$ cat src/design/rv_pkg.sv
/*
  shared widths and encodings for the five-stage RV32I subset core
  only add/sub/and/or/xor/slt, their immediate forms, lw and sw are decoded
  memories are word addressed, byte address bits 7:2
*/
package rv_pkg;

    localparam int XLEN       = 32;
    localparam int REG_ADDR_W = 5;
    localparam int IMEM_DEPTH = 64;
    localparam int DMEM_DEPTH = 64;
    localparam int MEM_ADDR_W = 6;

    // funct3 and funct7 values used by the decoder
    localparam logic [2:0] F3_ADD  = 3'b000;
    localparam logic [2:0] F3_SLT  = 3'b010;
    localparam logic [2:0] F3_XOR  = 3'b100;
    localparam logic [2:0] F3_OR   = 3'b110;
    localparam logic [2:0] F3_AND  = 3'b111;
    localparam logic [2:0] F3_WORD = 3'b010;  // lw / sw
    localparam logic [6:0] F7_BASE = 7'b0000000;
    localparam logic [6:0] F7_SUB  = 7'b0100000;

    typedef enum logic [6:0] {
        OP_LOAD  = 7'b0000011,
        OP_IMM   = 7'b0010011,
        OP_STORE = 7'b0100011,
        OP_REG   = 7'b0110011
    } opcode_e;

    typedef enum logic [2:0] {
        ALU_ADD = 3'd0,  // zero so a cleared control word adds
        ALU_SUB = 3'd1,
        ALU_AND = 3'd2,
        ALU_OR  = 3'd3,
        ALU_XOR = 3'd4,
        ALU_SLT = 3'd5
    } alu_op_e;

    typedef enum logic [1:0] {
        FWD_REG = 2'd0,
        FWD_MEM = 2'd1,
        FWD_WB  = 2'd2
    } fwd_sel_e;

    // all zero is a bubble
    typedef struct packed {
        alu_op_e                alu_op;
        logic                   use_imm;
        logic                   mem_read;
        logic                   mem_write;
        logic                   reg_write;  // never set with rd == 0
        logic [REG_ADDR_W-1:0]  rd;
    } ex_ctrl_t;

endpackage

$ cat src/design/fetch_stage.sv
/*
  pc counts words and wraps at the end of the 64-word instruction memory
  load the program through prog_we only while run is low
*/
`timescale 1ns/1ps

module fetch_stage (
    input  logic                          clk,
    input  logic                          reset,
    input  logic                          run,
    input  logic                          prog_we,
    input  logic [rv_pkg::MEM_ADDR_W-1:0] prog_addr,
    input  logic [rv_pkg::XLEN-1:0]       prog_data,
    input  logic                          stall,
    output logic [rv_pkg::XLEN-1:0]       if_instr,
    output logic                          if_valid
);

    logic [rv_pkg::MEM_ADDR_W-1:0] pc;
    logic [rv_pkg::XLEN-1:0]       imem [rv_pkg::IMEM_DEPTH];

    always_ff @(posedge clk) begin
        if (prog_we) begin
            imem[prog_addr] <= prog_data;
        end
    end

    // fetch/decode control, held on a load-use stall
    always_ff @(posedge clk) begin
        if (reset) begin
            pc       <= '0;
            if_valid <= 1'b0;
        end else if (!stall) begin
            if_valid <= run;  // idle slots decode as bubbles
            if (run) begin
                pc <= pc + 1'b1;
            end
        end
    end

    always_ff @(posedge clk) begin
        if (!stall) begin
            if_instr <= imem[pc];
        end
    end

endmodule

$ cat config.mk
export PLATFORM = sky130hd
export DESIGN_NAME = fetch_stage
export DESIGN_NICKNAME = d
export VERILOG_FILES = /design/src/design/rv_pkg.sv /design/src/design/fetch_stage.sv
export SDC_FILE = /design/constraint.sdc
export NUM_CORES = 2
export LEC_CHECK = 0
export BUFFER_PORTS_ARGS = -buffer_cell sky130_fd_sc_hd__buf_2
export CAP_MARGIN = 15
export CORE_MARGIN = 2
export CORE_UTILIZATION = 63
export CTS_CLUSTER_SIZE = 16
export DETAILED_ROUTE_END_ITERATION = 12
export PLACE_DENSITY = 0.79
export SKIP_CTS_REPAIR_TIMING = 1
export SLEW_MARGIN = 10
export SYNTH_ARGS = -nofsm -noshare
export SYNTH_HDL_FRONTEND = slang
export SYNTH_SLANG_ARGS = --single-unit
$ cat constraint.sdc
create_clock -name clk -period 4.2 [get_ports clk]
set_clock_uncertainty 0.2 [all_clocks]
set_input_delay 0.21 -clock clk [delete_from_list [all_inputs] [get_ports clk]]
set_output_delay 0.21 -clock clk [all_outputs]
set_load 0.01 [all_outputs]
Word-level counts from Yosys, hierarchy flattened
Memories as Yosys holds them, arrays and structs flattened. A register that Yosys moved wholly into a read port is not among the register bits.
Index checks and enable logic that the tools add are counted.
- $add $sub $neg: 1
- $mul: 0
- divide/modulo/power cells: 0
- order comparisons: 0
- equality and inequality tests: 0
- shift-type cells: 0
- muxes and demuxes: 2
- bitwise logic cells: 1
- reductions and logical operators: 2
- operators with widths (kind ; number):
    $add A6 B1 Y6 const B ; 1
    $mux W1 ; 2
    $reduce_and A2 Y1 ; 1
    $logic_not A1 Y1 ; 1
    $not A1 Y1 ; 1
- flip-flop bits (word level): 7
- bits in latches: 0
- memory bits (writable): 2048
- ROM bits: 0
- output and inout bits: 33
- memories kept: 1
- memory list (memory ; depth ; width ; read ports ; clocked after Yosys merged registers in ; write ports ; line ; text):
    imem ; 64 ; 32 ; 1 ; 1 ; 1 ; fetch_stage.sv:20 ; logic [rv_pkg::XLEN-1:0] imem [rv_pkg::IMEM_DEPTH];

Logic depth before layout (Yosys ltp)
- depth after elaboration: 2
- depth in mapped cells: 10
- mapped depth without buffers: 5

Worst setup path before layout
OpenSTA, ideal clock, no wires.
- path kind: in2reg
- start: input prog_addr[5] in the netlist's numbering
- end: memory imem[48][0] in the netlist's numbering (enable)
- setup time: 0.461 ns
- data arrival time: 3.096 ns
- required time: 3.539 ns
- setup slack: 0.443 ns
- cell stages on the path: 4
- buffers on the path: 1
- cells stage by stage: clkbuf_1 nand3_1 or3_1 nor3_1
- RTL lines (what ; line ; text):
    start: declaration ; fetch_stage.sv:12 ; input logic [rv_pkg::MEM_ADDR_W-1:0] prog_addr,
    end: declaration ; fetch_stage.sv:20 ;
No word-level cell before the write port.

==> metrics.md <==
| Metric | Value |
|---|---|
| DRC | `0` |
| Min Hold Slack | `-15.63 ps` |
| CTS Buf Count | `192` |
| Final critical-path required period | `between 3000 and 4000 ps` |
| Worst path required time | `roughly 4500 ps` |
| Syn Area/Cell | `22.20 µm²` |
| Crit share post-route | `between 90% and 100%` |
| Ys async rst share | `0%` |
| GP Congestion | `around 0.83` |
| Multiplexer share of the synthesized area | `between 15 and 20%` |
| Vias in the first global route | `between 40000 and 50000` |
| CTS tree | `yes` |
| H-Tree Depth | `4` |
| Final std cells w/o fill | `between 5000 and 6000` |
| Root Buffer Master | `clkbuf_16` |
| Leak | `0.02738 µW` |
| Core area | `between 0.1 and 0.15 mm²` |
| Slew Viols, Final | `0` |
| NumNets Final | `3930` |
| Deepest clock path buffer count | `3` |
| Adder-cell area share of the yosys netlist | `less than 1%` |
| I/O pin count | `76` |
| First-pass GRT wire length | `slightly below 300000 µm` |
| Area grow syn2layout | `13.04%` |
| Hold path depth | `3` |
| Simple-Gate Fraction of Synth Area | `under 10%` |
| Post-Synth XOR/XNOR Area | `less than 1%` |
| Largest net degree at the start of global routing | `between 70 and 80` |
| Row cnt | `130` |
| Mapped Area | `0.07972 mm²` |
| Overall power | `about 42000 µW` |
| Die height | `approximately 360 µm` |
| DRT Pass-1 Iters | `7` |
| Post-Syn Nets | `3635` |
| Max Clk Rate | `0.2631 GHz` |
| Number of flops mapped to enable cells by yosys | `roughly 2100` |
| Setup TNS | `0 ps` |
| Synth Area in Compound Gates | `under 10%` |
| Setup-failing EPs final | `0` |
| Initial Util | `a little under two thirds` |
| Placed inst area | `around 0.083 mm²` |
| Congestion Overflow GR | `0` |
| CP startpoint kind | `flip-flop` |
| Sequential fraction of the synthesis area | `78.53%` |
| Number of antenna violations at the first check in global routing | `15` |
| Crit Path Class | `reg -> reg` |
| Synth cell types | `48` |
| Post-synth top area cell | `edfxtp_1` |
| Synth Instances | `around 3600` |
| Initial drt markers | `between 6000 and 7000` |
| DRT Wirelength | `211300 µm` |
| Post-DP HPWL | `approximately 120000 µm` |
| Critical Path Fanout Max | `46` |
| Largest family of logic cells by synthesized area | `multiplexers` |
| Final ANT Viol Nets | `0` |
| Pwr dens | `between 400 and 500 mW/mm²` |
| FF+latch count, synth | `roughly 2100` |
| Worst reg2reg path depth | `6` |
| # port buffers | `75` |
| Data arrival, critical path | `a little over 4000 ps` |
| Relative slew slack | `between 10% and 20%` |
| Vias after detailed routing | `40750` |
| Worst-path clk slew | `around 70 ps` |
| Maximum VDD drop | `approximately 470 µV` |
| Top post-synthesis cells by area | `edfxtp_1, mux4_2, mux2i_1` |
| WL per Instance | `about 37 µm` |
| Ys Warns | `0` |
| Fin. Hold Viols | `9` |
| Worst-Skew Late Latency | `~830 ps` |
| Max cap viols | `0` |
| Main synth FF type | `edfxtp_1` |
| Clock tree sinks | `2087` |
| Vias/cell | `around 7.1` |
| Worst slew pin tran | `around 1200 ps` |
| Unrepaired setup endpoints after global routing | `false` |
| Die ar. | `approximately 0.13 mm²` |
| Status | `finished, violations left` |
| Die width | `approximately 360 µm` |
| Failing checks | `hold timing` |
| Area share of the largest cell type after synthesis | `78.35%` |
| Gr usage total | `approximately a third` |
| Worst min path class | `in -> reg` |
| Design area | `between 0.09 and 0.1 mm²` |
| Share of cells above drive strength 1 | `26.83%` |
| Placed Cells | `approximately 5300` |
| Crit. End Element | `flip-flop` |
[where the power goes]
part / leakage (µW) / internal (µW) / total (µW) / switching (µW)
Combinational: 0.00555 / 730 / 1820 / 1090
Clock: 0.00304 / 9760 / 17300 / 7550
Sequential: 0.0188 / 23100 / 23200 / 96.4
[final timing paths]
path                                    from           end  slack, ps
worst max-delay path                   pc[0]  if_instr[18]        400
worst min-delay path            prog_addr[1]   imem[51][2]        -20
worst max register to register         pc[0]  if_instr[18]        400
worst min register to register      if_valid      if_valid        310
[logic make-up after synthesis]
logic type / Yosys count
flip-flops: 2087
multiplexers: 704
AO/OA/AOI/OAI: 370
buffers and inverters: 213
AND/OR/NAND/NOR: 211
XOR/XNOR: 5
adder cells (fa/ha/maj): 1
[cells in the mapped netlist (all sizes together), types with 10 or more instances]
| master | count |
|---|---|
| mux2i | 251 |
| nand2 | 58 |
| edfxtp | 2080 |
| a211oi | 33 |
| clkbuf | 74 |
| a22oi | 64 |
| buf | 138 |
| o22ai | 28 |
| nand3 | 13 |
| o21ai | 37 |
| nor2 | 96 |
| a221oi | 49 |
| a21oi | 57 |
| nor2b | 12 |
| nand2b | 15 |
| o221ai | 26 |
| a22o | 42 |
| mux2 | 39 |
| o211ai | 10 |
| mux4 | 414 |
[state kept, by name, indices dropped and copies added, names as in the netlist]
register / count
imem: 2048
if_instr: 32
pc: 6
if_valid: 1
[stage by stage]
stage               worst slack, ps  util, %  hold slack [ps]
global route                  438.0    71.76            1.417
detailed placement            579.0    66.41            293.2
finish                        399.6    71.76           -15.63
CTS                           518.3    71.35           -568.1
floorplan                     443.3        -            82.38
global placement              612.6    66.41            279.6
[critical path, cell delays in order, from the launching register on]
cell	delay, ps
dfxtp_4	980
buf_12	420
mux4_2	580
mux2i_1	240
nor2_1	80
a311oi_1	750
o22ai_1	150
[metal layers]
layer  vias to the layer above  global-route usage, %  routed length [µm]
met1                     21080                  44.93               72660
li1                      15820                      -                   -
met3                       523                  8.614               28160
met2                      3313                  51.47              101700
met4                        20                  12.49                8675
met5                         -                      0                 123
[cell usage in the layout (no fill, tap or decap), types with 49 or more instances in the layout]
cell type	instances
nor2_4	63
mux2i_1	251
buf_4	166
mux4_2	414
a22oi_1	64
a21oi_1	57
buf_2	72
clkinv_1	52
clkbuf_16	194
a221oi_1	49
nand2_1	58
edfxtp_1	2080
[final cells by class]
type                       count  area [µm²]
tap                         1650        2064
multi-input combinational   1291       16430
timing repair buffer         313        2795
inverter                       1       3.754
sequential                  2087       62620
antenna                        3       7.507
clock buffer                 227        4979
fill                        6881       35460
clock inverter               129        1214
Note: power is estimated with default switching activity, not from simulation.
