## src/design/rv_pkg.sv

```systemverilog
/*
  shared widths and encodings for the five-stage RV32I subset core
  only add/sub/and/or/xor/slt, their immediate forms, lw and sw are decoded
  memories are word addressed, byte address bits 7:2
*/
package rv_pkg;

    localparam int XLEN       = 32;
    localparam int REG_ADDR_W = 5;
    localparam int IMEM_DEPTH = 64;
    localparam int DMEM_DEPTH = 64;
    localparam int MEM_ADDR_W = 6;

    // funct3 and funct7 values used by the decoder
    localparam logic [2:0] F3_ADD  = 3'b000;
    localparam logic [2:0] F3_SLT  = 3'b010;
    localparam logic [2:0] F3_XOR  = 3'b100;
    localparam logic [2:0] F3_OR   = 3'b110;
    localparam logic [2:0] F3_AND  = 3'b111;
    localparam logic [2:0] F3_WORD = 3'b010;  // lw / sw
    localparam logic [6:0] F7_BASE = 7'b0000000;
    localparam logic [6:0] F7_SUB  = 7'b0100000;

    typedef enum logic [6:0] {
        OP_LOAD  = 7'b0000011,
        OP_IMM   = 7'b0010011,
        OP_STORE = 7'b0100011,
        OP_REG   = 7'b0110011
    } opcode_e;

    typedef enum logic [2:0] {
        ALU_ADD = 3'd0,  // zero so a cleared control word adds
        ALU_SUB = 3'd1,
        ALU_AND = 3'd2,
        ALU_OR  = 3'd3,
        ALU_XOR = 3'd4,
        ALU_SLT = 3'd5
    } alu_op_e;

    typedef enum logic [1:0] {
        FWD_REG = 2'd0,
        FWD_MEM = 2'd1,
        FWD_WB  = 2'd2
    } fwd_sel_e;

    // all zero is a bubble
    typedef struct packed {
        alu_op_e                alu_op;
        logic                   use_imm;
        logic                   mem_read;
        logic                   mem_write;
        logic                   reg_write;  // never set with rd == 0
        logic [REG_ADDR_W-1:0]  rd;
    } ex_ctrl_t;

endpackage

```

## src/design/hazard_if.sv

```systemverilog
/*
  register numbers and write flags from the stages to the hazard unit,
  stall and forwarding selects back to decode and execute
*/
`timescale 1ns/1ps

interface hazard_if;

    logic [rv_pkg::REG_ADDR_W-1:0] id_rs1, id_rs2;  // zero when the source is unused
    logic                          stall;

    logic [rv_pkg::REG_ADDR_W-1:0] ex_rs1, ex_rs2, ex_rd;
    logic                          ex_reg_write, ex_mem_read;
    rv_pkg::fwd_sel_e              fwd_a, fwd_b;

    logic [rv_pkg::REG_ADDR_W-1:0] mem_rd, wb_rd;
    logic                          mem_reg_write, wb_reg_write;

    modport decode (output id_rs1, id_rs2, input stall);
    modport execute (output ex_rs1, ex_rs2, ex_rd, ex_reg_write, ex_mem_read,
                     input fwd_a, fwd_b);
    modport memwb (output mem_rd, mem_reg_write, wb_rd, wb_reg_write);
    modport hazard (input id_rs1, id_rs2, ex_rs1, ex_rs2, ex_rd, ex_reg_write,
                    ex_mem_read, mem_rd, mem_reg_write, wb_rd, wb_reg_write,
                    output stall, fwd_a, fwd_b);

endinterface

```

## src/design/hazard_forward_unit.sv

```systemverilog
/*
  purely combinational
  stall lasts one cycle, the bubble moves the load out of execute
  a load is in writeback by the time its user reaches execute
*/
`timescale 1ns/1ps

module hazard_forward_unit (
    hazard_if.hazard hz
);

    // reg_write is never set for rd == 0, so x0 is never forwarded
    function automatic rv_pkg::fwd_sel_e pick_src(input logic [rv_pkg::REG_ADDR_W-1:0] rs);
        if (hz.mem_reg_write && hz.mem_rd == rs) begin
            return rv_pkg::FWD_MEM;  // newest value wins
        end else if (hz.wb_reg_write && hz.wb_rd == rs) begin
            return rv_pkg::FWD_WB;
        end
        return rv_pkg::FWD_REG;
    endfunction

    assign hz.stall = hz.ex_mem_read && hz.ex_reg_write &&
                      (hz.ex_rd == hz.id_rs1 || hz.ex_rd == hz.id_rs2);

    always_comb begin
        hz.fwd_a = pick_src(hz.ex_rs1);
        hz.fwd_b = pick_src(hz.ex_rs2);
    end

endmodule

```

## src/flat_wrapper.sv

```systemverilog
// flat-port wrapper written by rule: the top's interface ports become plain ports
module hazard_forward_unit_flat 
  (hz_id_rs1, hz_id_rs2, hz_ex_rs1, hz_ex_rs2, hz_ex_rd, hz_ex_reg_write, hz_ex_mem_read, hz_mem_rd, hz_mem_reg_write, hz_wb_rd, hz_wb_reg_write, hz_stall, hz_fwd_a, hz_fwd_b);
  hazard_if hz_i ();
  input wire logic [$bits(hz_i.id_rs1)-1:0] hz_id_rs1;
  input wire logic [$bits(hz_i.id_rs2)-1:0] hz_id_rs2;
  input wire logic [$bits(hz_i.ex_rs1)-1:0] hz_ex_rs1;
  input wire logic [$bits(hz_i.ex_rs2)-1:0] hz_ex_rs2;
  input wire logic [$bits(hz_i.ex_rd)-1:0] hz_ex_rd;
  input wire logic [$bits(hz_i.ex_reg_write)-1:0] hz_ex_reg_write;
  input wire logic [$bits(hz_i.ex_mem_read)-1:0] hz_ex_mem_read;
  input wire logic [$bits(hz_i.mem_rd)-1:0] hz_mem_rd;
  input wire logic [$bits(hz_i.mem_reg_write)-1:0] hz_mem_reg_write;
  input wire logic [$bits(hz_i.wb_rd)-1:0] hz_wb_rd;
  input wire logic [$bits(hz_i.wb_reg_write)-1:0] hz_wb_reg_write;
  output wire logic [$bits(hz_i.stall)-1:0] hz_stall;
  output wire logic [$bits(hz_i.fwd_a)-1:0] hz_fwd_a;
  output wire logic [$bits(hz_i.fwd_b)-1:0] hz_fwd_b;
  assign hz_i.id_rs1 = hz_id_rs1;
  assign hz_i.id_rs2 = hz_id_rs2;
  assign hz_i.ex_rs1 = hz_ex_rs1;
  assign hz_i.ex_rs2 = hz_ex_rs2;
  assign hz_i.ex_rd = hz_ex_rd;
  assign hz_i.ex_reg_write = hz_ex_reg_write;
  assign hz_i.ex_mem_read = hz_ex_mem_read;
  assign hz_i.mem_rd = hz_mem_rd;
  assign hz_i.mem_reg_write = hz_mem_reg_write;
  assign hz_i.wb_rd = hz_wb_rd;
  assign hz_i.wb_reg_write = hz_wb_reg_write;
  assign hz_stall = hz_i.stall;
  assign hz_fwd_a = hz_i.fwd_a;
  assign hz_fwd_b = hz_i.fwd_b;
  hazard_forward_unit u_core (.hz(hz_i));
endmodule
```

## config.mk

```make
export PLATFORM = sky130hd
export DESIGN_NAME = hazard_forward_unit_flat
export DESIGN_NICKNAME = d
export VERILOG_FILES = /design/src/design/rv_pkg.sv /design/src/design/hazard_if.sv /design/src/design/hazard_forward_unit.sv /design/src/flat_wrapper.sv
export SDC_FILE = /design/constraint.sdc
export NUM_CORES = 1
export LEC_CHECK = 0
export ABC_AREA = 1
export CAP_MARGIN = 20
export CORE_AREA = 3 3 40 42
export DETAILED_ROUTE_END_ITERATION = 10
export DIE_AREA = 0 0 43 45
export DONT_BUFFER_PORTS = 1
export GPL_TIMING_DRIVEN = 0
export PLACE_DENSITY_LB_ADDON = 0.05
export SLEW_MARGIN = 20
export SYNTH_ARGS = -nofsm -noshare
export SYNTH_HDL_FRONTEND = slang
export SYNTH_SLANG_ARGS = --single-unit
```

## constraint.sdc

```tcl
create_clock -name vclk -period 0.8
set_clock_uncertainty 0.15 [all_clocks]
set_input_delay 0.08 -clock vclk [all_inputs]
set_output_delay 0.08 -clock vclk [all_outputs]
set_load 0.02 [all_outputs]
```

Word level (Yosys, flattened, before mapping)

Index checks and enable logic that the tools add are counted.

Equal/unequal tests: 6
Divide/modulo/power cells: 0
Multipliers: 0
Reductions and logical operators: 7
Magnitude comparators: 0
Bitwise operators: 0
Shifts and indexed selects: 0
Muxes and demuxes: 10
Add/sub/neg operators: 0

Operators by type and width:

| operator          | count |
|---|---|
| == test 5 bit     | 6 |
| 2-to-1 mux 2 bit  | 6 |
| logical AND 1 bit | 6 |
| 2-to-1 mux 1 bit  | 4 |
| logical OR 1 bit  | 1 |

Register bits after elaboration: 0
Bits in read-only memories: 0
Memory bits (writable): 0
Logic and storage cells: 23
Memories: 0
Input bits: 39
Output and inout port bits: 5
Latch bits: 0

Depth between registers and ports, before layout

Depth after elaboration: 5
Mapped depth: 7
Mapped depth without buffers: 7

Least setup slack after synthesis

Ideal clock, no wire load.

Path kind: input to output
Start point: input port hz_mem_rd[0]
End point: output port hz_fwd_a[1]
Slack: -0.219 ns
Buffers on the path: 0
Arrival: 0.789 ns
Required time: 0.570 ns
Stages: 5
Path through: inv_1 > or2_0 > nand4_1 > nor2_2 > nor2_1

Longest elaborated chain between the ends: 4
Elaborated cells between the ends (all ways): 5
Classes of those cells: eq/ne: 1; mux: 3; reduce/logical: 1

Ends and longest elaborated chain:

| element                                              | line                      | source |
|---|---|---|
| start, declared                                      | flat_wrapper.sv:12        | `input wire logic [$bits(hz_i.mem_rd)-1:0] hz_mem_rd;` |
| == test 5 bit (*)                                    | hazard_forward_unit.sv:14 | `if (hz.mem_reg_write && hz.mem_rd == rs) begin` |
| logical AND 1 bit (*)                                | hazard_forward_unit.sv:14 |  |
| 2-to-1 mux 2 bit or 2-to-1 mux 1 bit (tied branches) | hazard_forward_unit.sv:14 |  |
| 2-to-1 mux 2 bit (*)                                 | hazard_forward_unit.sv:19 | `return rv_pkg::FWD_REG;` |
| end, declared                                        | flat_wrapper.sv:17        | `output wire logic [$bits(hz_i.fwd_a)-1:0] hz_fwd_a;` |

Mark *: on every way between the ends. The rest lies on a longest branch, timed or not.

Worst setup path in the final report

Start point: input port hz_mem_rd[0]
End point: output port hz_fwd_b[1]

Longest elaborated chain between the ends: 4
Elaborated cells between the ends (all ways): 5
Classes of those cells: eq/ne: 1; mux: 3; reduce/logical: 1

Ends and longest elaborated chain:

| element                                              | line                      | source |
|---|---|---|
| == test 5 bit (*)                                    | hazard_forward_unit.sv:14 |  |
| logical AND 1 bit (*)                                | hazard_forward_unit.sv:14 |  |
| 2-to-1 mux 2 bit or 2-to-1 mux 1 bit (tied branches) | hazard_forward_unit.sv:14 |  |
| 2-to-1 mux 2 bit (*)                                 | hazard_forward_unit.sv:19 |  |
| end, declared                                        | flat_wrapper.sv:18        | `output wire logic [$bits(hz_i.fwd_b)-1:0] hz_fwd_b;` |

Marked as above.

==> reports/summary.md <==
Cells and area
- 145 — total number of nets in the final design
- 50.3% — core utilization of the finished layout
- nand2_1 (29), inv_1 (19), nor2_1 (9) — highest-count cells in the layout ignoring fill and taps
- nand2_1 — most common cell after layout, fill and taps aside
- 21.2% — fraction of final layout cells with drive strength greater than 1
- 0 um2 — storage element area
- 0 — clkbuf count
- 35.0% — Layout Area Growth over Synthesis
- 0 — sequential cells
- 0 — antenna cells

Placement
- 0.700 — routability congestion estimate from global placement
- 1.16 mm — HPWL Detailed
- 0 — number of buffer cells added on primary ports
- -0.139 ns — worst slack after detailed placement

Synth
- 104 — cells after synthesis
- 47.8% — post-synthesis simple-gate area fraction
- nand2_1 — library cell occupying the most area in the post-synthesis netlist
- 0 — yosys warns
- simple AND/OR/NAND/NOR gates — combinational family with the most area after synthesis
- nand2_1 (24%), inv_1 (20%), xnor2_1 (11%) — largest cells by area after synthesis
- 13 — Yosys cell types
- 0% — post-synthesis mux area share
- 15.4% — fraction of the mapped netlist area in compound gates
- 24.3% — share of Yosys cell area claimed by the top area cell type
- 479 um2 — Mapped Area
- 0% — Post-Synth Adder-Cell Area
- 16.4% — Post-Synth XOR/XNOR Area
- 143 — synthesized net count
- 4.61 um2 — Avg Synthesized Cell Area
- 0% — proportion of synthesized chip area in sequential cells

Pwr
- 0% — proportion of power drawn by flip-flops and latches
- 0.000331 uW — leakage power
- 100.0% — combinational fraction of design power
- 124 uW — switching pwr
- 48.8% — proportion of total power due to net switching
- 391 nW/um2 — power density over the cells
- 0% — part of the power in the clock network
- 130 uW — internal power component
- 253 uW — power after layout
- 0.133 mV — worst vdd rail ir drop

Clock tree
- 0 — Post CTS Setup Buffer Count

Timing
- 0 — Hold Vio Cnt, Final
- 115% — final period utilization
- yes — RSZ-0062 raised after global routing
- 0 — final count of pins violating max slew
- 0.209 ns — Worst Max-Slew Pin Slew
- 86.0% — Rel. slew slack
- 4 — # setup viols final
- 0.921 ns — shortest clock period the worst path allows after layout
- 1090 MHz — achievable frequency
- -0.121 ns — worst setup margin
- 0.167 ns — hold slack
- -0.345 ns — Setup Total Neg Slack

Floorplanning
- 1940 um2 — full die area
- 37.3% — effective utilization at floorplan
- 43 um — Horiz. Die Dim
- 44 — boundary pin count
- 13 — Row Count
- 1280 um2 — area of the core region
- 45 um — DIE HEIGHT

Worst setup path
- 0.57 ns — required time of the critical path
- input pin to output pin — kind of critical path
- input pin — Setup crit start kind
- hz_mem_rd[0] — start point of the critical path
- output pin — Worst setup EP type
- 4 — crit path max fanout
- hz_fwd_b[1] — Worst Setup EP
- 0.69 ns — CP Data Arrival Time

Routing
- 0 — post-route DRC violation count
- 566 — via count of the routed design
- 9 — First DRT Iteration DRCs
- 4.76 — Via density
- 0 — post-route antenna net violation count
- 1.32 mm — drt total wl
- 4 — 1st-pass router iterations
- 11.1 um — wire per inst

Run
- 0 — max capacitance violation total

Global route
- 5 — pin count of the biggest net entering global routing
- 0 — leftover overflow at the end of global routing
- 12.4% — Total GRT Usage
- 0 — number of antenna violations at the first check in global routing
- 522 — via count of the first global-routing pass
- 1.99 mm — first-pass GRT wire length

Worst hold path
- 2 — Hold Path Cell Cnt
- input pin to output pin — path type of the worst min-delay path

Outcome
- setup timing — violations in the final reports
- finished with violations — result of the run

==> Yosys cell counts <==
master	instances
nand3_1	6
xor2_1	3
o21ai_1	2
nand4_1	2
o21ai_0	4
xnor2_1	6
o22ai_1	3
nor2_1	12
a21oi_1	5
nor2_2	2
inv_1	26
or2_0	2
nand2_1	31
==> cell type report <==
class	count	area, um2
Fill cell	144	638
Inverter	26	145
Tap cell	15	18.8
Multi-Input combinational cell	78	483
==> power by group through the flow <==
stage               combinational, uW  clock, uW  sequential [uW]
floorplan                         196          0                0
global placement                  218          0                0
detailed placement                221          0                0
CTS                               238          0                0
global route                      283          0                0
finish                            253          0                0
==> metal layers <==
metal	up-vias	wire, um	global-route usage, %
met2	24	615	21.3
met5	-	0	0
met1	225	558	17.7
met4	0	0	0
met3	0	141	1.99
li1	317	-	-
==> through the flow <==
stage | cell area [um2] | std cells
after detailed placement | 567 | 119
final | 647 | 119
after CTS | 609 | 119
after floorplan | 548 | 104
after global placement | 567 | 119
after global routing | 647 | 119
==> repair_timing <==
action / in CTS / in global routing
endpoints found under the setup margin: 5 / 5
pin swaps: 12 / 14
gates cloned: 0 / 0
hold buffers: 0 / 0
gates resized for setup: 12 / 10
==> worst min-delay path by stage <==
stage / startpoint / to / slack (ns)
5_1_grt: hz_ex_reg_write / hz_stall / 0.18
3_5_place_dp: hz_ex_reg_write / hz_stall / 0.17
4_1_cts: hz_ex_reg_write / hz_stall / 0.17
3_3_place_gp: hz_ex_reg_write / hz_stall / 0.15
6_report: hz_ex_reg_write / hz_stall / 0.17
2_1_floorplan: hz_ex_reg_write / hz_stall / 0.14
==> worst max-delay path, cell delays in order <==
cell and delay [ns]:
inv_12 0.01, or2_0 0.20, nand4_1 0.14, nor2_4 0.08, nor2_4 0.17
==> cell families after synthesis <==
logic type | count (synthesis)
xor+xnor | 9
simple gates | 55
buf+inv | 26
compound gates | 14
Note: power is estimated with default switching activity, not from simulation.
