==> src/design/rv_pkg.sv <==
/*
  shared widths and encodings for the five-stage RV32I subset core
  only add/sub/and/or/xor/slt, their immediate forms, lw and sw are decoded
  memories are word addressed, byte address bits 7:2
*/
package rv_pkg;

    localparam int XLEN       = 32;
    localparam int REG_ADDR_W = 5;
    localparam int IMEM_DEPTH = 64;
    localparam int DMEM_DEPTH = 64;
    localparam int MEM_ADDR_W = 6;

    // funct3 and funct7 values used by the decoder
    localparam logic [2:0] F3_ADD  = 3'b000;
    localparam logic [2:0] F3_SLT  = 3'b010;
    localparam logic [2:0] F3_XOR  = 3'b100;
    localparam logic [2:0] F3_OR   = 3'b110;
    localparam logic [2:0] F3_AND  = 3'b111;
    localparam logic [2:0] F3_WORD = 3'b010;  // lw / sw
    localparam logic [6:0] F7_BASE = 7'b0000000;
    localparam logic [6:0] F7_SUB  = 7'b0100000;

    typedef enum logic [6:0] {
        OP_LOAD  = 7'b0000011,
        OP_IMM   = 7'b0010011,
        OP_STORE = 7'b0100011,
        OP_REG   = 7'b0110011
    } opcode_e;

    typedef enum logic [2:0] {
        ALU_ADD = 3'd0,  // zero so a cleared control word adds
        ALU_SUB = 3'd1,
        ALU_AND = 3'd2,
        ALU_OR  = 3'd3,
        ALU_XOR = 3'd4,
        ALU_SLT = 3'd5
    } alu_op_e;

    typedef enum logic [1:0] {
        FWD_REG = 2'd0,
        FWD_MEM = 2'd1,
        FWD_WB  = 2'd2
    } fwd_sel_e;

    // all zero is a bubble
    typedef struct packed {
        alu_op_e                alu_op;
        logic                   use_imm;
        logic                   mem_read;
        logic                   mem_write;
        logic                   reg_write;  // never set with rd == 0
        logic [REG_ADDR_W-1:0]  rd;
    } ex_ctrl_t;

endpackage

==> src/design/hazard_if.sv <==
/*
  register numbers and write flags from the stages to the hazard unit,
  stall and forwarding selects back to decode and execute
*/
`timescale 1ns/1ps

interface hazard_if;

    logic [rv_pkg::REG_ADDR_W-1:0] id_rs1, id_rs2;  // zero when the source is unused
    logic                          stall;

    logic [rv_pkg::REG_ADDR_W-1:0] ex_rs1, ex_rs2, ex_rd;
    logic                          ex_reg_write, ex_mem_read;
    rv_pkg::fwd_sel_e              fwd_a, fwd_b;

    logic [rv_pkg::REG_ADDR_W-1:0] mem_rd, wb_rd;
    logic                          mem_reg_write, wb_reg_write;

    modport decode (output id_rs1, id_rs2, input stall);
    modport execute (output ex_rs1, ex_rs2, ex_rd, ex_reg_write, ex_mem_read,
                     input fwd_a, fwd_b);
    modport memwb (output mem_rd, mem_reg_write, wb_rd, wb_reg_write);
    modport hazard (input id_rs1, id_rs2, ex_rs1, ex_rs2, ex_rd, ex_reg_write,
                    ex_mem_read, mem_rd, mem_reg_write, wb_rd, wb_reg_write,
                    output stall, fwd_a, fwd_b);

endinterface

==> src/design/mem_writeback_stage.sv <==
/*
  64-word data memory, no reset, word address from alu_result[7:2]
  the load word is read on the edge into the memory/writeback register
*/
`timescale 1ns/1ps

module mem_writeback_stage (
    input  logic                          clk,
    input  logic                          reset,
    input  rv_pkg::ex_ctrl_t              ex_ctrl,
    input  logic [rv_pkg::XLEN-1:0]       alu_result,
    input  logic [rv_pkg::XLEN-1:0]       store_data,
    hazard_if.memwb                       hz,
    output logic [rv_pkg::XLEN-1:0]       mem_fwd_value,
    output logic                          wb_we,
    output logic [rv_pkg::REG_ADDR_W-1:0] wb_rd,
    output logic [rv_pkg::XLEN-1:0]       wb_value
);

    logic [rv_pkg::XLEN-1:0]       dmem [rv_pkg::DMEM_DEPTH];
    logic [rv_pkg::MEM_ADDR_W-1:0] addr;
    logic [rv_pkg::XLEN-1:0]       wb_load, wb_alu;
    logic                          wb_mem_read;

    assign addr          = alu_result[rv_pkg::MEM_ADDR_W+1:2];
    assign mem_fwd_value = alu_result;  // loads never forward from here
    assign hz.mem_rd        = ex_ctrl.rd;
    assign hz.mem_reg_write = ex_ctrl.reg_write;

    always_ff @(posedge clk) begin
        if (ex_ctrl.mem_write) begin
            dmem[addr] <= store_data;
        end
        if (ex_ctrl.mem_read) begin
            wb_load <= dmem[addr];
        end
        wb_alu <= alu_result;
    end

    always_ff @(posedge clk) begin
        if (reset) begin
            wb_we       <= 1'b0;
            wb_rd       <= '0;
            wb_mem_read <= 1'b0;
        end else begin
            wb_we       <= ex_ctrl.reg_write;
            wb_rd       <= ex_ctrl.rd;
            wb_mem_read <= ex_ctrl.mem_read;
        end
    end

    assign wb_value        = wb_mem_read ? wb_load : wb_alu;
    assign hz.wb_rd        = wb_rd;
    assign hz.wb_reg_write = wb_we;

endmodule

==> src/flat_wrapper.sv <==
// flat-port wrapper written by rule: the top's interface ports become plain ports
module mem_writeback_stage_flat 
  (clk, reset, ex_ctrl, alu_result, store_data, mem_fwd_value, wb_we, wb_rd, wb_value, hz_mem_rd, hz_mem_reg_write, hz_wb_rd, hz_wb_reg_write);
  hazard_if hz_i ();
  input  logic clk;
  input  logic reset;
  input  rv_pkg::ex_ctrl_t ex_ctrl;
  input  logic [rv_pkg::XLEN-1:0] alu_result;
  input  logic [rv_pkg::XLEN-1:0] store_data;
  output logic [rv_pkg::XLEN-1:0] mem_fwd_value;
  output logic wb_we;
  output logic [rv_pkg::REG_ADDR_W-1:0] wb_rd;
  output logic [rv_pkg::XLEN-1:0] wb_value;
  output wire logic [$bits(hz_i.mem_rd)-1:0] hz_mem_rd;
  output wire logic [$bits(hz_i.mem_reg_write)-1:0] hz_mem_reg_write;
  output wire logic [$bits(hz_i.wb_rd)-1:0] hz_wb_rd;
  output wire logic [$bits(hz_i.wb_reg_write)-1:0] hz_wb_reg_write;
  assign hz_mem_rd = hz_i.mem_rd;
  assign hz_mem_reg_write = hz_i.mem_reg_write;
  assign hz_wb_rd = hz_i.wb_rd;
  assign hz_wb_reg_write = hz_i.wb_reg_write;
  mem_writeback_stage u_core (.clk(clk), .reset(reset), .ex_ctrl(ex_ctrl), .alu_result(alu_result), .store_data(store_data), .hz(hz_i), .mem_fwd_value(mem_fwd_value), .wb_we(wb_we), .wb_rd(wb_rd), .wb_value(wb_value));
endmodule
==> config.mk <==
export PLATFORM = sky130hd
export DESIGN_NAME = mem_writeback_stage_flat
export DESIGN_NICKNAME = d
export VERILOG_FILES = /design/src/design/rv_pkg.sv /design/src/design/hazard_if.sv /design/src/design/mem_writeback_stage.sv /design/src/flat_wrapper.sv
export SDC_FILE = /design/constraint.sdc
export NUM_CORES = 2
export LEC_CHECK = 0
export BUFFER_PORTS_ARGS = -buffer_cell sky130_fd_sc_hd__buf_2
export CORE_MARGIN = 2
export CORE_UTILIZATION = 30
export CTS_CLUSTER_DIAMETER = 60
export DETAILED_ROUTE_END_ITERATION = 8
export REMOVE_ABC_BUFFERS = 1
export SETUP_SLACK_MARGIN = 0.1
export SLEW_MARGIN = 10
export SYNTH_ARGS = -nofsm -noshare
export SYNTH_HDL_FRONTEND = slang
export SYNTH_SLANG_ARGS = --single-unit
==> constraint.sdc <==
create_clock -name clk -period 9.1 [get_ports clk]
set_clock_uncertainty 0.1 [all_clocks]
set_input_delay 1.82 -clock clk [delete_from_list [all_inputs] [get_ports clk]]
set_output_delay 1.82 -clock clk [all_outputs]
set_load 0.03 [all_outputs]
After elaboration in Yosys (flattened, before gate mapping)
Memories as Yosys holds them, arrays and structs flattened. A register that Yosys moved wholly into a read port is not among the register bits.
Index checks and enable logic that the tools add are counted.
{"block": "word_totals", "elab_cells": 8, "regBits": 39, "mem_count": 1, "output_inout_bits": 82, "rom_bits": 0, "latch_bits": 0, "input_bits": 78, "ramBits": 2048}
{"name": "u_core.dmem", "words": 64, "word_bits": 32, "read_ports": 1, "rd_clocked_by_memory_dff": 1, "wr": 1, "line_no": "mem_writeback_stage.sv:20", "rtl": "logic [rv_pkg::XLEN-1:0] dmem [rv_pkg::DMEM_DEPTH];"}
{"block": "op_classes", "n_shift": 0, "n_reduce_logical": 0, "n_eq_ne": 0, "n_mux": 3, "bitwise_logic": 0, "div_mod_pow": 0, "order_cmp": 0, "addsub": 0, "multipliers": 0}
{"operator": "32-bit two-way mux", "count": 1}
{"operator": "1-bit two-way mux", "count": 2}

Depth between registers and ports, before layout
{"block": "logic_depth", "ltp_word": 2, "ltp_mapped": 12, "mapped_depth_nobuf": 6}

Worst setup path before layout
Ideal clock, no wire load.
{"block": "synth_timing", "path_type": "in2reg", "start": "input port alu_result[4] in the netlist's numbering", "end": "memory u_core.dmem[17][0] in the netlist's numbering, enable pin", "path_stages": 9, "path_buffers": 6, "required_time_ns": 8.579, "setup_time_ns": 0.421, "slack_ns": 4.021, "arrival_ns": 4.558, "cell_sequence": "buf_6 buf_6 buf_4 buf_2 buf_2 buf_2 nor2b_1 nand2_1 nor2_1"}
{"element": "start: declaration", "line_no": "flat_wrapper.sv:8", "rtl": "input logic [rv_pkg::XLEN-1:0] alu_result;"}
{"element": "end: declaration", "line_no": "mem_writeback_stage.sv:20"}
No word-level cell before the write port.

Worst setup path after layout
{"block": "layout_timing", "start": "input port alu_result[4] in the netlist's numbering", "end": "memory u_core.dmem[46][21] in the netlist's numbering, enable pin"}
No word-level cell before the write port.

==> results.sh <==
export IMPL_status="finished, final reports clean"
export IMPL_synth_area_mux_share=0.06017
export IMPL_synth_xor_area_frac=0
export IMPL_drv_slew=0
export IMPL_cts_root_buffer="clkbuf_16"
export IMPL_grt_ovfl_total=0
export IMPL_worstPathArrival_ns=5.93
export IMPL_totalWireLength_mm=252.5
export IMPL_dp_hpwl_mm=142.1
export IMPL_hold_path_cell_count=3
export IMPL_yosys_area_top_type="edfxtp_1"
export IMPL_route_detailed_drc=0
export IMPL_wl_per_cell_um=30.24
export IMPL_io_pins=160
export IMPL_via_count=46560
export IMPL_yosys_warnings=0
export IMPL_crit_chain="buf_8, buf_4, nand3_1, nor2_4, buf_4"
export IMPL_grt_pass1_vias=44080
export IMPL_synthCells=4481
export IMPL_critical_path_top_delay_family="simple AND/OR/NAND/NOR gates"
export IMPL_areaGrowthSynthToFinish_pct=14.57
export IMPL_mappedNetlistArea_um2=80410
export IMPL_max_freq_mhz=178.7
export IMPL_die_area_um2=272200
export IMPL_worstPathRequired_ns=9.43
export IMPL_worst_setup_path_end_kind="register"
export IMPL_synth_top_cells_by_area="edfxtp_1 78%, a221oi_1 3.8%, mux2i_1 3.5%"
export IMPL_min_from="u_core.dmem[45][7]$_DFFE_PP_"
export IMPL_cts_setup_buffers=0
export IMPL_core_um2=267200
export IMPL_cpMaxStageDelayCell="nor2_4"
export IMPL_synth_seq_cells=2119
export IMPL_initial_utilization=0.3009
export IMPL_slew_headroom=0.1107
export IMPL_total_power_mw=20.35
export IMPL_clk_pin_slew_ns=0.06
export IMPL_port_buffer_count=155
export IMPL_globalRouteTotalUtil=0.1786
export IMPL_power_per_cell_area_nw_per_um2=220.9
export IMPL_first_pass_iters=6
export IMPL_cts_sinks=2119
export IMPL_async_reset_ff_frac=0
export IMPL_path_buf_inv=3
export IMPL_synth_edff_count=2080
export IMPL_grt_setup_unrepaired="false"
export IMPL_hp_class="register to register"
export IMPL_min_period_ns=5.595
export IMPL_cts_tree="done"
export IMPL_finalCoreUtilization=0.3448
export IMPL_grt_max_degree=122
export IMPL_synth_top_family_by_area="compound AO/OA/AOI/OAI gates"
export IMPL_finalSetupViolations=0
export IMPL_synthSimpleGateAreaFrac=0.02570
export IMPL_h_tree_depth=4
export IMPL_postRouteAntennaNets=0
export IMPL_die_w_um=521.7
export IMPL_synth_cell_types=58
export IMPL_r2r_start="u_core.dmem[52][13]$_DFFE_PP_"
export IMPL_ys_seq_area_frac=0.7864
export IMPL_grt_pass1_wl_mm=346.2
export IMPL_crit_fanout=54
export IMPL_fill_cells=25070
export IMPL_drv_cap=0
export IMPL_path_class="primary input to register"
export IMPL_setup_tns_ns=0
export IMPL_max_stage_delay_ns=1.09
export IMPL_critPathMostFrequentCell="buf_4"
export IMPL_drive_gt1_frac=0.1685
export IMPL_ctsHoldBuffers=0
export IMPL_drt_vias_per_instance=5.577
export IMPL_fin_crit_sh=0.6149
export IMPL_clk_path_buf_depth=4
export IMPL_synthAdderAreaFrac=0
export IMPL_r2r_cells=5
export IMPL_peakVddDrop_v=0.0001736
export IMPL_min_to="u_core.wb_load[7]$_DFFE_PP_"
export IMPL_synth_top_flop_cell="edfxtp_1"
export IMPL_whs_ns=0.6056
export IMPL_cts_inserted_buffers=209
export IMPL_avgSynthCellArea_um2=17.95
export IMPL_timing_final_hold_violations=0
export IMPL_cts_resized_gates=0
export IMPL_synth_top_area_frac=0.7767
export IMPL_clk_latency_ns=0.90
export IMPL_antenna_found_initial=35
export IMPL_fp_dieH_um=521.7
export IMPL_synth_compound_area_share=0.1037
export IMPL_start_kind="primary input"
export IMPL_r2r_end="u_core.wb_load[13]$_DFFE_PP_"
export IMPL_rows=190
export IMPL_multi_input_area_um2=15820
export IMPL_fin_nets=4702
export IMPL_place_congestion=0.8337
export IMPL_power_leakage_nw=28.69
export IMPL_seq_area_um2=63240
export IMPL_r2r_slack_ns=5.93
export IMPL_tightest_slew_ns=1.334
export IMPL_drt_iter0_drc=7274
-- power breakdown --
group	internal (mW)	total (mW)	switching (mW)
clock network	4.66	8.36	3.71
registers	10.8	10.8	0.0357
logic	0.303	1.15	0.843
-- synthesized netlist by cell type (all sizes together), types with 3 or more instances --
cell type  count
o311ai         4
clkbuf       121
and3          10
a22oi        219
nand4         12
o21ai        158
mux2i        282
o22ai        110
o31a           4
a211oi        11
nand2b         7
a21oi        120
nand3         24
mux2          63
a221oi       350
or2            7
dfxtp         39
o2111ai        9
nor2b         19
o2bb2ai       15
a221o         10
and2           6
o21a           3
a222oi         9
o22a          13
or3           12
nor2         226
o211ai        15
nor4           6
or4b           3
a22o          22
o221ai        46
nor3          41
mux4          58
a211o          8
buf          249
edfxtp      2080
or4           11
nand2         64
-- cell usage in the layout, fill, tap and decap left out, drive strengths merged, types with 9 or more instances in the layout --
cell type / netlist / final
a211oi: 11 / 11
o221ai: 46 / 46
and3: 10 / 10
bufinv: 0 / 14
nor2: 226 / 226
a21oi: 120 / 120
clkbuf: 121 / 247
a22oi: 219 / 219
o2bb2ai: 15 / 15
nor2b: 19 / 19
o211ai: 15 / 15
mux4: 58 / 58
edfxtp: 2080 / 2080
a221oi: 350 / 350
a22o: 22 / 22
o22a: 13 / 13
or3: 12 / 12
or4: 11 / 11
clkinv: 0 / 102
nand2: 64 / 64
o2111ai: 9 / 9
inv: 2 / 11
o22ai: 110 / 110
nand3: 24 / 24
mux2i: 282 / 282
nand4: 12 / 12
a221o: 10 / 10
o21ai: 158 / 158
mux2: 63 / 63
a222oi: 9 / 9
dfxtp: 39 / 39
buf: 249 / 302
nor3: 41 / 41
-- layer usage --
layer  part of all wire  global-route usage
met1               0.40              0.2464
met2               0.45              0.2764
met3               0.11             0.03833
met4              0.039             0.06615
met5            0.00023                   0
-- logic make-up (layout without fill, tap and decap cells) --
family | after synthesis | count (layout)
multiplexers | 403 | 403
buffers and inverters | 372 | 679
other | 0 | 8
AND/OR/NAND/NOR | 453 | 453
flip-flops | 2119 | 2119
AO/OA/AOI/OAI | 1134 | 1134
-- state kept, by name (all words and copies together), names as in the netlist --
register	cells
u_core.dmem	2048
u_core.hz.wb_rd	5
u_core.hz.wb_reg_write	1
u_core.wb_alu	32
u_core.wb_load	32
u_core.wb_mem_read	1
-- metrics by stage --
| step | area, µm² | setup WS, ns | instances |
|---|---|---|---|
| floorplan | 78490 | -0.1444 | 4111 |
| global placement | 85560 | 2.825 | 7964 |
| detailed placement | 85560 | 2.799 | 7964 |
| CTS | 92070 | 3.695 | 8339 |
| global route | 92120 | 3.567 | 8344 |
| finish | 92130 | 3.505 | 8348 |
-- final cells by class --
| class | instances | area share |
|---|---|---|
| clock buffer | 247 | 0.05878 |
| inverter | 2 | 0.0001630 |
| clock inverter | 128 | 0.01188 |
| multi-input combinational | 1990 | 0.1717 |
| antenna | 8 | 0.0002173 |
| sequential | 2119 | 0.6865 |
| timing repair buffer | 302 | 0.02254 |
| tap | 3552 | 0.04824 |
-- worst register-to-register path, delay by kind of cell (launching register included) --
| kind | cells | cell delay, ns |
|---|---|---|
| multiplexers | 1 | 0.14 |
| AO/OA/AOI/OAI | 3 | 1.61 |
| AND/OR/NAND/NOR | 1 | 0.60 |
| flip-flops | 1 | 0.36 |
-- how the worst max path moves through the flow --
stage,start,end,cells past startpoint
after CTS,alu_result[4],u_core.dmem[46][21]$_DFFE_PP_,5
after global routing,alu_result[4],u_core.dmem[46][21]$_DFFE_PP_,5
after detailed placement,alu_result[4],u_core.dmem[14][21]$_DFFE_PP_,5
after global placement,alu_result[4],u_core.dmem[14][21]$_DFFE_PP_,5
final,alu_result[4],u_core.dmem[46][21]$_DFFE_PP_,5
after floorplan,alu_result[2],u_core.dmem[26][0]$_DFFE_PP_,3
Note: power is estimated with default switching activity, not from simulation.
